$ cat config.mk
export PLATFORM = sky130hd
export DESIGN_NAME = asic_cfg_top
export DESIGN_NICKNAME = d
export VERILOG_FILES = /design/src/logic/cfg_pkg.sv /design/src/logic/reg_access_if.sv /design/src/logic/asic_cfg_top.sv /design/src/logic/axi_cfg_slave_fsm.sv /design/src/logic/cfg_reg_bank.sv
export SDC_FILE = /design/constraint.sdc
export NUM_CORES = 1
export LEC_CHECK = 0
export BUFFER_PORTS_ARGS = -buffer_cell sky130_fd_sc_hd__buf_4
export CAP_MARGIN = 25
export CORE_MARGIN = 1.5
export CORE_UTILIZATION = 25
export CTS_CLUSTER_DIAMETER = 80
export CTS_CLUSTER_SIZE = 14
export DETAILED_ROUTE_END_ITERATION = 16
export SYNTH_ARGS = -nofsm -noshare
export SYNTH_HDL_FRONTEND = slang
export SYNTH_SLANG_ARGS = --single-unit
export TNS_END_PERCENT = 20
$ cat constraint.sdc
create_clock -name ACLK -period 4.6 [get_ports ACLK]
set_input_delay 0.46 -clock ACLK [delete_from_list [all_inputs] [get_ports ACLK]]
set_output_delay 0.46 -clock ACLK [all_outputs]
set_load 0.005 [all_outputs]
$ cat src/logic/cfg_pkg.sv
package cfg_pkg;

  // Bus widths
  localparam int unsigned ADDR_BITS = 32;
  localparam int unsigned DATA_BITS = 32;
  localparam int unsigned ID_BITS   = 8;

  // AXI response codes
  localparam logic [1:0] RESP_OKAY   = 2'b00;
  localparam logic [1:0] RESP_SLVERR = 2'b10;

  localparam int unsigned NUM_REGS = 13;

  // Register map, byte offsets
  localparam logic [ADDR_BITS-1:0] OFS_ENABLE          = 32'h0000_0000;
  localparam logic [ADDR_BITS-1:0] OFS_MAPPING         = 32'h0000_0004;
  localparam logic [ADDR_BITS-1:0] OFS_SHAPE1          = 32'h0000_0008;
  localparam logic [ADDR_BITS-1:0] OFS_SHAPE2          = 32'h0000_000C;
  localparam logic [ADDR_BITS-1:0] OFS_IFMAP_ADDR      = 32'h0000_0010;
  localparam logic [ADDR_BITS-1:0] OFS_FILTER_ADDR     = 32'h0000_0014;
  localparam logic [ADDR_BITS-1:0] OFS_BIAS_ADDR       = 32'h0000_0018;
  localparam logic [ADDR_BITS-1:0] OFS_OPSUM_ADDR      = 32'h0000_001C;
  localparam logic [ADDR_BITS-1:0] OFS_GLB_FILTER_ADDR = 32'h0000_0020;
  localparam logic [ADDR_BITS-1:0] OFS_GLB_OFMAP_ADDR  = 32'h0000_0024;
  localparam logic [ADDR_BITS-1:0] OFS_GLB_BIAS_ADDR   = 32'h0000_0028;
  localparam logic [ADDR_BITS-1:0] OFS_IFMAP_LEN       = 32'h0000_002C;
  localparam logic [ADDR_BITS-1:0] OFS_OFMAP_LEN       = 32'h0000_0030;

  typedef enum logic [1:0] {
    ST_IDLE,
    ST_WRITE_DATA,
    ST_WRITE_RESP,
    ST_READ_DATA
  } slave_state_e;

  // ENABLE word
  typedef struct packed {
    logic [21:0] rsvd;
    logic [5:0]  scaling_factor;
    logic        operation_mode;
    logic        relu;
    logic        maxpool;
    logic        start;          // Kicks off the array, cleared by done
  } enable_view_t;

  // MAPPING word, PE set tiling
  typedef struct packed {
    logic [9:0] rsvd;
    logic [9:0] m;               // Ofmap channels held in GLB
    logic [3:0] e;               // PE set width
    logic [1:0] p;
    logic [1:0] q;
    logic [1:0] r;
    logic [1:0] t;
  } mapping_view_t;

  typedef struct packed {
    logic [11:0] rsvd;
    logic [9:0]  c;
    logic [9:0]  m;
  } shape1_view_t;

  typedef struct packed {
    logic [15:0] rsvd;
    logic [7:0]  w;
    logic [7:0]  h;
  } shape2_view_t;

  // One config word, raw over AXI or split into fields for the array
  typedef union packed {
    logic [DATA_BITS-1:0] raw;
    enable_view_t         en;
    mapping_view_t        map;
    shape1_view_t         shape1;
    shape2_view_t         shape2;
  } cfg_word_u;

endpackage

$ cat src/logic/reg_access_if.sv
`timescale 1ns/10ps

interface reg_access_if;

  logic                           wr_en;    // One strobe per write beat
  logic [cfg_pkg::ADDR_BITS-1:0]  addr;
  logic [cfg_pkg::DATA_BITS-1:0]  wdata;
  logic [cfg_pkg::DATA_BITS-1:0]  rdata;
  logic                           addr_hit; // Address is a real register

  modport fsm (
    output wr_en,
    output addr,
    output wdata,
    input  rdata,
    input  addr_hit
  );

  modport bank (
    input  wr_en,
    input  addr,
    input  wdata,
    output rdata,
    output addr_hit
  );

endinterface

$ cat src/logic/asic_cfg_top.sv
`timescale 1ns/10ps

module asic_cfg_top (
  input  logic                          ACLK,
  input  logic                          ARESETn,

  input  logic [cfg_pkg::ID_BITS-1:0]   AWID_i,
  input  logic [cfg_pkg::ADDR_BITS-1:0] AWADDR_i,
  input  logic                          AWVALID_i,
  output logic                          AWREADY_o,

  input  logic [cfg_pkg::DATA_BITS-1:0] WDATA_i,
  input  logic                          WLAST_i,
  input  logic                          WVALID_i,
  output logic                          WREADY_o,

  output logic [cfg_pkg::ID_BITS-1:0]   BID_o,
  output logic [1:0]                    BRESP_o,
  output logic                          BVALID_o,
  input  logic                          BREADY_i,

  input  logic [cfg_pkg::ID_BITS-1:0]   ARID_i,
  input  logic [cfg_pkg::ADDR_BITS-1:0] ARADDR_i,
  input  logic                          ARVALID_i,
  output logic                          ARREADY_o,

  output logic [cfg_pkg::ID_BITS-1:0]   RID_o,
  output logic [cfg_pkg::DATA_BITS-1:0] RDATA_o,
  output logic [1:0]                    RRESP_o,
  output logic                          RLAST_o,
  output logic                          RVALID_o,
  input  logic                          RREADY_i,

  input  logic                          asic_done_i,

  // Array control fields
  output logic                          asic_en_o,
  output logic                          maxpool_o,
  output logic                          relu_o,
  output logic                          operation_mode_o,
  output logic [5:0]                    scaling_factor_o,
  output logic [9:0]                    map_m_o,
  output logic [3:0]                    map_e_o,
  output logic [1:0]                    map_p_o,
  output logic [1:0]                    map_q_o,
  output logic [1:0]                    map_r_o,
  output logic [1:0]                    map_t_o,
  output logic [9:0]                    shape_c_o,
  output logic [9:0]                    shape_m_o,
  output logic [7:0]                    shape_w_o,
  output logic [7:0]                    shape_h_o,

  // DRAM and GLB addresses, transfer lengths
  output logic [cfg_pkg::DATA_BITS-1:0] ifmap_addr_o,
  output logic [cfg_pkg::DATA_BITS-1:0] filter_addr_o,
  output logic [cfg_pkg::DATA_BITS-1:0] bias_addr_o,
  output logic [cfg_pkg::DATA_BITS-1:0] opsum_addr_o,
  output logic [cfg_pkg::DATA_BITS-1:0] glb_filter_addr_o,
  output logic [cfg_pkg::DATA_BITS-1:0] glb_ofmap_addr_o,
  output logic [cfg_pkg::DATA_BITS-1:0] glb_bias_addr_o,
  output logic [cfg_pkg::DATA_BITS-1:0] ifmap_len_o,
  output logic [cfg_pkg::DATA_BITS-1:0] ofmap_len_o
);

  reg_access_if acc ();

  cfg_pkg::cfg_word_u enable_w;
  cfg_pkg::cfg_word_u mapping_w;
  cfg_pkg::cfg_word_u shape1_w;
  cfg_pkg::cfg_word_u shape2_w;

  axi_cfg_slave_fsm u_fsm (
    .ACLK      (ACLK),
    .ARESETn   (ARESETn),
    .awid_i    (AWID_i),
    .awaddr_i  (AWADDR_i),
    .awvalid_i (AWVALID_i),
    .awready_o (AWREADY_o),
    .wdata_i   (WDATA_i),
    .wlast_i   (WLAST_i),
    .wvalid_i  (WVALID_i),
    .wready_o  (WREADY_o),
    .bid_o     (BID_o),
    .bresp_o   (BRESP_o),
    .bvalid_o  (BVALID_o),
    .bready_i  (BREADY_i),
    .arid_i    (ARID_i),
    .araddr_i  (ARADDR_i),
    .arvalid_i (ARVALID_i),
    .arready_o (ARREADY_o),
    .rid_o     (RID_o),
    .rdata_o   (RDATA_o),
    .rresp_o   (RRESP_o),
    .rlast_o   (RLAST_o),
    .rvalid_o  (RVALID_o),
    .rready_i  (RREADY_i),
    .acc       (acc.fsm)
  );

  cfg_reg_bank u_bank (
    .ACLK              (ACLK),
    .ARESETn           (ARESETn),
    .acc               (acc.bank),
    .asic_done_i       (asic_done_i),
    .enable_o          (enable_w.raw),
    .mapping_o         (mapping_w.raw),
    .shape1_o          (shape1_w.raw),
    .shape2_o          (shape2_w.raw),
    .ifmap_addr_o      (ifmap_addr_o),
    .filter_addr_o     (filter_addr_o),
    .bias_addr_o       (bias_addr_o),
    .opsum_addr_o      (opsum_addr_o),
    .glb_filter_addr_o (glb_filter_addr_o),
    .glb_ofmap_addr_o  (glb_ofmap_addr_o),
    .glb_bias_addr_o   (glb_bias_addr_o),
    .ifmap_len_o       (ifmap_len_o),
    .ofmap_len_o       (ofmap_len_o)
  );

  assign asic_en_o        = enable_w.en.start;
  assign maxpool_o        = enable_w.en.maxpool;
  assign relu_o           = enable_w.en.relu;
  assign operation_mode_o = enable_w.en.operation_mode;
  assign scaling_factor_o = enable_w.en.scaling_factor;

  assign map_m_o = mapping_w.map.m;
  assign map_e_o = mapping_w.map.e;
  assign map_p_o = mapping_w.map.p;
  assign map_q_o = mapping_w.map.q;
  assign map_r_o = mapping_w.map.r;
  assign map_t_o = mapping_w.map.t;

  assign shape_c_o = shape1_w.shape1.c;
  assign shape_m_o = shape1_w.shape1.m;
  assign shape_w_o = shape2_w.shape2.w;
  assign shape_h_o = shape2_w.shape2.h;

endmodule

$ cat src/logic/axi_cfg_slave_fsm.sv
`timescale 1ns/10ps

module axi_cfg_slave_fsm (
  input  logic                          ACLK,
  input  logic                          ARESETn,

  input  logic [cfg_pkg::ID_BITS-1:0]   awid_i,
  input  logic [cfg_pkg::ADDR_BITS-1:0] awaddr_i,
  input  logic                          awvalid_i,
  output logic                          awready_o,

  input  logic [cfg_pkg::DATA_BITS-1:0] wdata_i,
  input  logic                          wlast_i,
  input  logic                          wvalid_i,
  output logic                          wready_o,

  output logic [cfg_pkg::ID_BITS-1:0]   bid_o,
  output logic [1:0]                    bresp_o,
  output logic                          bvalid_o,
  input  logic                          bready_i,

  input  logic [cfg_pkg::ID_BITS-1:0]   arid_i,
  input  logic [cfg_pkg::ADDR_BITS-1:0] araddr_i,
  input  logic                          arvalid_i,
  output logic                          arready_o,

  output logic [cfg_pkg::ID_BITS-1:0]   rid_o,
  output logic [cfg_pkg::DATA_BITS-1:0] rdata_o,
  output logic [1:0]                    rresp_o,
  output logic                          rlast_o,
  output logic                          rvalid_o,
  input  logic                          rready_i,

  reg_access_if.fsm                     acc
);

  cfg_pkg::slave_state_e          state;
  logic [cfg_pkg::ADDR_BITS-1:0]  addr_q;
  logic                           wr_err; // Sticky over the whole burst

  // Address channels, write wins when both arrive together
  assign awready_o = (state == cfg_pkg::ST_IDLE) && awvalid_i;
  assign arready_o = (state == cfg_pkg::ST_IDLE) && !awvalid_i && arvalid_i;

  assign wready_o  = (state == cfg_pkg::ST_WRITE_DATA);

  assign acc.wr_en = wready_o && wvalid_i;
  assign acc.addr  = addr_q;
  assign acc.wdata = wdata_i;

  assign bvalid_o = (state == cfg_pkg::ST_WRITE_RESP);
  assign bresp_o  = wr_err ? cfg_pkg::RESP_SLVERR : cfg_pkg::RESP_OKAY;

  // Single beat reads, so every beat is the last
  assign rvalid_o = (state == cfg_pkg::ST_READ_DATA);
  assign rlast_o  = rvalid_o;
  assign rdata_o  = rvalid_o ? acc.rdata : '0;
  assign rresp_o  = (rvalid_o && !acc.addr_hit) ? cfg_pkg::RESP_SLVERR
                                                : cfg_pkg::RESP_OKAY;

  always_ff @(posedge ACLK) begin
    if (!ARESETn) begin
      state  <= cfg_pkg::ST_IDLE;
      addr_q <= '0;
      bid_o  <= '0;
      rid_o  <= '0;
      wr_err <= 1'b0;
    end else begin
      case (state)
        cfg_pkg::ST_IDLE: begin
          if (awready_o) begin
            addr_q <= awaddr_i;
            bid_o  <= awid_i;
            wr_err <= 1'b0;     // Fresh write
            state  <= cfg_pkg::ST_WRITE_DATA;
          end else if (arready_o) begin
            addr_q <= araddr_i;
            rid_o  <= arid_i;
            state  <= cfg_pkg::ST_READ_DATA;
          end
        end
        cfg_pkg::ST_WRITE_DATA: begin
          if (acc.wr_en) begin
            if (!acc.addr_hit) wr_err <= 1'b1;
            if (wlast_i) state <= cfg_pkg::ST_WRITE_RESP;
          end
        end
        cfg_pkg::ST_WRITE_RESP: begin
          if (bready_i) state <= cfg_pkg::ST_IDLE;
        end
        cfg_pkg::ST_READ_DATA: begin
          if (rready_i) state <= cfg_pkg::ST_IDLE;
        end
        default: state <= cfg_pkg::ST_IDLE;
      endcase
    end
  end

  // Response must hold with its ID and code until the master takes it
  a_bvalid_hold: assert property (@(posedge ACLK) disable iff (!ARESETn)
    bvalid_o && !bready_i |=> bvalid_o && $stable(bresp_o) && $stable(bid_o));

  a_rvalid_hold: assert property (@(posedge ACLK) disable iff (!ARESETn)
    rvalid_o && !rready_i |=> rvalid_o && $stable(rresp_o) && $stable(rid_o));

  // Last beat closes the burst, no further strobes reach the bank
  a_wr_en_burst_end: assert property (@(posedge ACLK) disable iff (!ARESETn)
    acc.wr_en && wlast_i |=> !acc.wr_en && bvalid_o);

endmodule

$ cat src/logic/cfg_reg_bank.sv
`timescale 1ns/10ps

module cfg_reg_bank (
  input  logic                          ACLK,
  input  logic                          ARESETn,

  reg_access_if.bank                    acc,
  input  logic                          asic_done_i,

  output logic [cfg_pkg::DATA_BITS-1:0] enable_o,
  output logic [cfg_pkg::DATA_BITS-1:0] mapping_o,
  output logic [cfg_pkg::DATA_BITS-1:0] shape1_o,
  output logic [cfg_pkg::DATA_BITS-1:0] shape2_o,
  output logic [cfg_pkg::DATA_BITS-1:0] ifmap_addr_o,
  output logic [cfg_pkg::DATA_BITS-1:0] filter_addr_o,
  output logic [cfg_pkg::DATA_BITS-1:0] bias_addr_o,
  output logic [cfg_pkg::DATA_BITS-1:0] opsum_addr_o,
  output logic [cfg_pkg::DATA_BITS-1:0] glb_filter_addr_o,
  output logic [cfg_pkg::DATA_BITS-1:0] glb_ofmap_addr_o,
  output logic [cfg_pkg::DATA_BITS-1:0] glb_bias_addr_o,
  output logic [cfg_pkg::DATA_BITS-1:0] ifmap_len_o,
  output logic [cfg_pkg::DATA_BITS-1:0] ofmap_len_o
);

  // Register file in offset order
  logic [cfg_pkg::NUM_REGS-1:0][cfg_pkg::DATA_BITS-1:0] regs;
  logic [$clog2(cfg_pkg::NUM_REGS)-1:0]                  sel;

  // Exact match only, misaligned offsets miss
  always_comb begin
    acc.addr_hit = 1'b1;
    sel          = 4'd0;
    case (acc.addr)
      cfg_pkg::OFS_ENABLE:          sel = 4'd0;
      cfg_pkg::OFS_MAPPING:         sel = 4'd1;
      cfg_pkg::OFS_SHAPE1:          sel = 4'd2;
      cfg_pkg::OFS_SHAPE2:          sel = 4'd3;
      cfg_pkg::OFS_IFMAP_ADDR:      sel = 4'd4;
      cfg_pkg::OFS_FILTER_ADDR:     sel = 4'd5;
      cfg_pkg::OFS_BIAS_ADDR:       sel = 4'd6;
      cfg_pkg::OFS_OPSUM_ADDR:      sel = 4'd7;
      cfg_pkg::OFS_GLB_FILTER_ADDR: sel = 4'd8;
      cfg_pkg::OFS_GLB_OFMAP_ADDR:  sel = 4'd9;
      cfg_pkg::OFS_GLB_BIAS_ADDR:   sel = 4'd10;
      cfg_pkg::OFS_IFMAP_LEN:       sel = 4'd11;
      cfg_pkg::OFS_OFMAP_LEN:       sel = 4'd12;
      default:                      acc.addr_hit = 1'b0;
    endcase
  end

  assign acc.rdata = acc.addr_hit ? regs[sel] : '0;

  always_ff @(posedge ACLK) begin
    if (!ARESETn) begin
      regs <= '0;
    end else begin
      if (asic_done_i) regs[0][0] <= 1'b0;   // Array finished, drop start
      // Later assignment, so a host write to ENABLE beats done
      if (acc.wr_en && acc.addr_hit) regs[sel] <= acc.wdata;
    end
  end

  assign enable_o          = regs[0];
  assign mapping_o         = regs[1];
  assign shape1_o          = regs[2];
  assign shape2_o          = regs[3];
  assign ifmap_addr_o      = regs[4];
  assign filter_addr_o     = regs[5];
  assign bias_addr_o       = regs[6];
  assign opsum_addr_o      = regs[7];
  assign glb_filter_addr_o = regs[8];
  assign glb_ofmap_addr_o  = regs[9];
  assign glb_bias_addr_o   = regs[10];
  assign ifmap_len_o       = regs[11];
  assign ofmap_len_o       = regs[12];

  // A rejected beat must leave the whole file untouched
  a_no_stray_write: assert property (@(posedge ACLK) disable iff (!ARESETn)
    acc.wr_en && !acc.addr_hit && !asic_done_i |=> $stable(regs));

endmodule

Yosys cells after proc, flatten, opt, wreduce, memory -nomap -nowiden
Index checks and enable logic that the tools add are counted.
{"block": "op_classes", "n_lt_le_gt_ge": 2, "n_eq_ne": 22, "n_mux": 27, "n_bitwise": 1, "reduce_logical": 19}
{"cell": "416-bit bitwise mux", "n": 1}
{"cell": "32-bit 2-to-1 mux", "n": 6}
{"cell": "32-bit by 6-bit == test with 1-bit output, second input constant", "n": 5}
{"cell": "32-bit binary-select mux with 4-bit select", "n": 1}
{"cell": "32-bit demux with 4-bit select", "n": 1}
{"cell": "32-bit by 5-bit == test with 1-bit output, second input constant", "n": 4}
{"cell": "32-bit by 4-bit == test with 1-bit output, second input constant", "n": 2}
{"cell": "4-bit one-hot mux with 12 select lines", "n": 1}
{"cell": "32-bit by 3-bit == test with 1-bit output, second input constant", "n": 1}
{"cell": "32-bit zero test", "n": 1}
{"cell": "2-bit 2-to-1 mux", "n": 8}
{"cell": "13-bit OR reduction", "n": 1}
{"cell": "2-bit inequality test, second input constant", "n": 4}
{"cell": "2-bit one-hot mux with 4 select lines", "n": 1}
{"cell": "1-bit logical AND", "n": 7}
{"cell": "1-bit 2-to-1 mux", "n": 7}
{"cell": "4-bit by 5-bit less-than comparator with 1-bit output, second input constant", "n": 1}
{"cell": "5-bit AND reduction", "n": 1}
{"cell": "2-bit == test, second input constant", "n": 2}
{"cell": "4-bit by 1-bit >= comparator with 1-bit output, second input constant", "n": 1}
{"cell": "2-bit by 1-bit inequality test with 1-bit output, second input constant", "n": 2}
{"cell": "2-bit AND reduction", "n": 2}
{"cell": "4-bit AND reduction", "n": 1}
{"cell": "2-bit nonzero test", "n": 2}
{"cell": "other kinds (7)", "n": 8}
{"block": "totals", "reg_bits": 467, "output_inout_bits": 414, "elab_cells": 90}

Longest topological paths before layout
{"block": "logic_depth", "word_depth": 8, "depth_mapped": 12, "mapped_depth_nobuf": 6}

Cells and area by module
From an unflattened synthesis, not the netlist that was laid out.
{"block": "hier_totals", "cells_unflattened": 2699, "hier_area_um2": 21745.9}
{"mod": "cfg_reg_bank", "instances": 1, "cells_each": 2385, "area_each_um2": 18869.3}
{"mod": "axi_cfg_slave_fsm", "instances": 1, "cells_each": 314, "area_each_um2": 2876.5}

Least setup slack after synthesis
Ideal clock, no wire load.
{"block": "synth_path", "path_kind": "register to output", "from": "register u_fsm.addr_q (netlist bit u_fsm.acc.addr[0])", "to": "output port RDATA_o[11] (netlist name)", "arrival_ps": 2498, "required_ps": 4140, "slack_ps": 1642, "stages_incl_launch_ff": 11, "n_path_buf": 4, "cell_sequence": "dfxtp_1 -> or4_4 -> or3_1 -> clkbuf_1 -> or3_1 -> buf_2 -> buf_6 -> buf_6 -> o221ai_1 -> nor2_1 -> o211a_1"}
{"block": "synth_between", "elab_chain_cells": 6}
{"item": "from (decl)", "line": "axi_cfg_slave_fsm.sv:38", "rtl": "logic [cfg_pkg::ADDR_BITS-1:0] addr_q;"}
{"item": "from (signal assigned)", "line": "axi_cfg_slave_fsm.sv:72", "rtl": "addr_q <= awaddr_i;"}
{"item": "from (signal assigned)", "line": "axi_cfg_slave_fsm.sv:77", "rtl": "addr_q <= araddr_i;"}
{"item": "32-bit by 6-bit == test with 1-bit output, or another cell as far along", "line": "cfg_reg_bank.sv:33", "rtl": "case (acc.addr)"}
{"item": "4-bit one-hot mux with 12 select lines", "line": "cfg_reg_bank.sv:33"}
{"item": "32-bit binary-select mux with 4-bit select", "line": "cfg_reg_bank.sv:51", "rtl": "assign acc.rdata = acc.addr_hit ? regs[sel] : '0;"}
{"item": "32-bit 2-to-1 mux (not written as such)", "line": "cfg_reg_bank.sv:51"}
{"item": "32-bit 2-to-1 mux (*)", "line": "cfg_reg_bank.sv:51"}
{"item": "32-bit 2-to-1 mux (*)", "line": "axi_cfg_slave_fsm.sv:57", "rtl": "assign rdata_o = rvalid_o ? acc.rdata : '0;"}
{"item": "to (decl)", "line": "asic_cfg_top.sv:28", "rtl": "output logic [cfg_pkg::DATA_BITS-1:0] RDATA_o,"}
Mark *: on every way between the ends. The rest lies on a longest branch, timed or not. The select of a mux whose other input is x is not followed.

Final worst setup path
{"block": "layout_path", "from": "register u_fsm.addr_q (netlist bit u_fsm.acc.addr[0])", "to": "output port RDATA_o[7] (netlist name)"}
Same word-level chain as after synthesis.

==> impl_metrics.csv <==
group,metric,value,unit
run_status,outcome,"completed",
pwr,power,8735,uW
yosys,netlist_top_cells_count,"dfxtp_1, nand3_1, o21ai_0, nand2_1, clkbuf_1",
clock_tree,cts_buffers,43,
placed_design,portBuffers,532,
global_routing,antenna_found_initial,18,
cells_and_area,seq_area,0.009350,sq mm
global_routing,grt_usage,23.21,%
cells_and_area,final_area,0.02633,sq mm
worst_hold_path,hp-class,"in2reg",
yosys,seq_area_frac_synth,45.48,%
yosys,yosys_most_used_dff,"dfxtp_1",
yosys,synth_top_area_share,45.48,%
die,coreArea,0.08094,sq mm
clock_tree,cts.path.max_buffers,3,
clock_tree,postCtsSetupBuffers,0,
setup_path,cp.arrival,4.07,ns
setup_path,r2r_slack,0.81,ns
die,die_w,289.8,um
setup_path,criticalPathCategory,"reg2out",
clock_tree,clock_latency,0.62,ns
clock_tree,cts_num_sinks,467,
drt,dr.pass1.iters,5,
yosys,synth_top_cell_by_area,"dfxtp_1",
timing,hold_viol,0,
placed_design,hpwl,77090,um
die,start_util,25.40,%
clock_tree,ctsResizeCount,0,
clock_tree,cts_tree,"yes",
timing,fin_skew,0.04232,ns
drt,antenna_left,0,
cells_and_area,nets,2917,
setup_path,worst-path-max-fanout,35,
timing,min_period,4.527,ns
drt,wl_met2,42830,um
setup_path,critPathRequiredTime,4.14,ns
clock_tree,path_clk_slew,0.07,ns
job,cap_violations,0,
yosys,synth_area_leaders,"dfxtp_1, nand3_1, o21ai_0, nand2_1, o221ai_1",
placed_design,place.gp.congestion,0.9248,
timing,worst_pin_slew,1.036,ns
die,ios,535,
drt,drtIter0Drc,2046,
timing,slew_headroom,30.96,%
global_routing,grt_overflow_total,0,
placed_design,place_area,0.02505,sq mm
die,fp-row-count,104,
clock_tree,cts_root_buf,"clkbuf_16",
drt,wl_met3,12240,um
yosys,synth_area_per_cell,8.269,sq um
drt,drc,0,
pwr,p_per_area,331.8,mW/mm^2
yosys,synth.most_common_cell,"dfxtp_1",
setup_path,startpoint_type,"flop",
yosys,syn-instance-count,2486,
timing,rsz0062_at_grt,"no",
timing,min_period_over_period,98.41,%
drt,highest_layer,"met5",
clock_tree,cts_hold_buffers,0,
die,die_h,289.8,um
yosys,yosysWarnings,0,
drt,routedLengthMet1,44270,um
drt,num_vias,21100,
drt,post_drt_wl_per_cell,26.40,um
yosys,synth_cell_types,61,
yosys,ys_seq_elements,467,
global_routing,grt_max_degree,130,
yosys,syn_area,0.02056,sq mm
global_routing,grt_pass1_vias,18938,
clock_tree,htree_levels,2,
global_routing,grt_first_pass_wirelength,142600,um
pwr,p_leak,0.01012,uW
cells_and_area,fin_util,32.53,%
cells_and_area,fillCellCount,8600,
timing,tns,0,ns
timing,finalSetupViolCount,0,
cells_and_area,drive_above_1_share,25.28,%
timing,fmax,220.9,MHz
die,die-area,0.08396,sq mm
pwr,ir_worst_vdd,0.2695,mV
cells_and_area,area_growth,28.07,%
cells_and_area,multi_input_area,0.009649,sq mm
setup_path,critPathCaptureType,"output pin",
yosys,synthArstFlopShare,0,%
yosys,synth_edf_count,0,
timing,drv_slew,0,
drt,viasPerCell,5.448,
drt,drt-total-wl,102300,um
-- registers in the layout, indices dropped and copies added, names as in the netlist --
name	count
u_bank.mapping_o	32
u_bank.ofmap_len_o	32
u_bank.shape2_o	32
u_bank.filter_addr_o	32
u_bank.bias_addr_o	32
u_bank.enable_o	32
u_bank.ifmap_addr_o	32
u_bank.opsum_addr_o	32
u_fsm.wr_err	1
u_bank.ifmap_len_o	32
u_bank.glb_bias_addr_o	32
u_fsm.acc.addr	32
u_fsm.bid_o	8
u_bank.shape1_o	32
u_fsm.rid_o	8
u_bank.glb_ofmap_addr_o	32
u_bank.glb_filter_addr_o	32
u_fsm.state	2
-- final timing paths --
path / to / from / cells after the start
hold reg to reg: u_fsm.rid_o[1] / u_fsm.rid_o[1] / 2
setup reg to reg: u_bank.ifmap_addr_o[2] / u_fsm.acc.addr[0] / 6
setup / recovery: RDATA_o[7] / u_fsm.acc.addr[0] / 8
hold / removal: u_fsm.rid_o[4] / ARID_i[4] / 3
-- kinds of logic after synthesis --
kind of cell / after synthesis / synth area share, %
AOI/OAI and AO/OA: 868 / 28.19
other: 1 / 0.01824
and+or+nand+nor: 796 / 18.33
buffers and inverters: 354 / 7.992
DFF: 467 / 45.48
-- layer usage --
layer  up-vias  GRT usage [%]
met3       164          8.705
met1     10105          31.98
li1       9687              -
met2      1120          33.71
met4        24          6.101
met5         -              0
-- layout by cell type, fill, tap and decap left out, types with 8 or more instances in the layout --
cell       instances
a21boi_0         100
clkbuf_16         43
a31oi_1            8
o21a_1            10
dfxtp_1          466
o221ai_1          99
a221oi_1          21
o211a_1           15
o221a_2           16
nand4_1           11
o22a_1             9
nor2_1            64
nor4_1            29
o31a_1            22
a21o_1            27
buf_4            597
or3_1              9
nand3_1          357
a211oi_1          33
nand2_1          280
o21ai_0          350
a21boi_1          12
o22ai_1           52
a21oi_1           12
buf_12             8
o21ai_1           32
-- cell type report --
type	count	share of cell area, %
multi-input combinational	1666	36.65
antenna	4	0.03802
sequential	467	35.51
tap	1060	5.038
clock inverter	12	0.5988
timing repair buffer	608	17.81
inverter	10	0.1426
clock buffer	46	4.206
-- stage by stage --
step | worst slack (ns) | hold slack, ns | cells
final | 0.07327 | 0.1296 | 3873
after floorplan | 1.642 | 0.4369 | 2487
after CTS | 0.08131 | 0.09760 | 3869
after detailed placement | 0.7354 | 0.4520 | 3811
after global placement | 0.7518 | 0.4453 | 3809
after global routing | 0.007940 | 0.1219 | 3871
-- worst max-delay path: stages, from the launching register on --
cell and delay [ns]:
dfxtp_1 0.35, or4_4 0.68, nor4_4 0.51, buf_12 0.29
a31oi_1 0.12, nor4_1 0.40, a211oi_1 0.09, a2111oi_0 0.79
buf_4 0.24
-- where the power goes --
group          switching (uW)  internal, uW  total (uW)
combinational             756           326        1080
sequential               38.9          4090        4130
clock                    1720          1810        3520
total                    2510          6220        8730
Note: power is estimated with default switching activity, not from simulation.
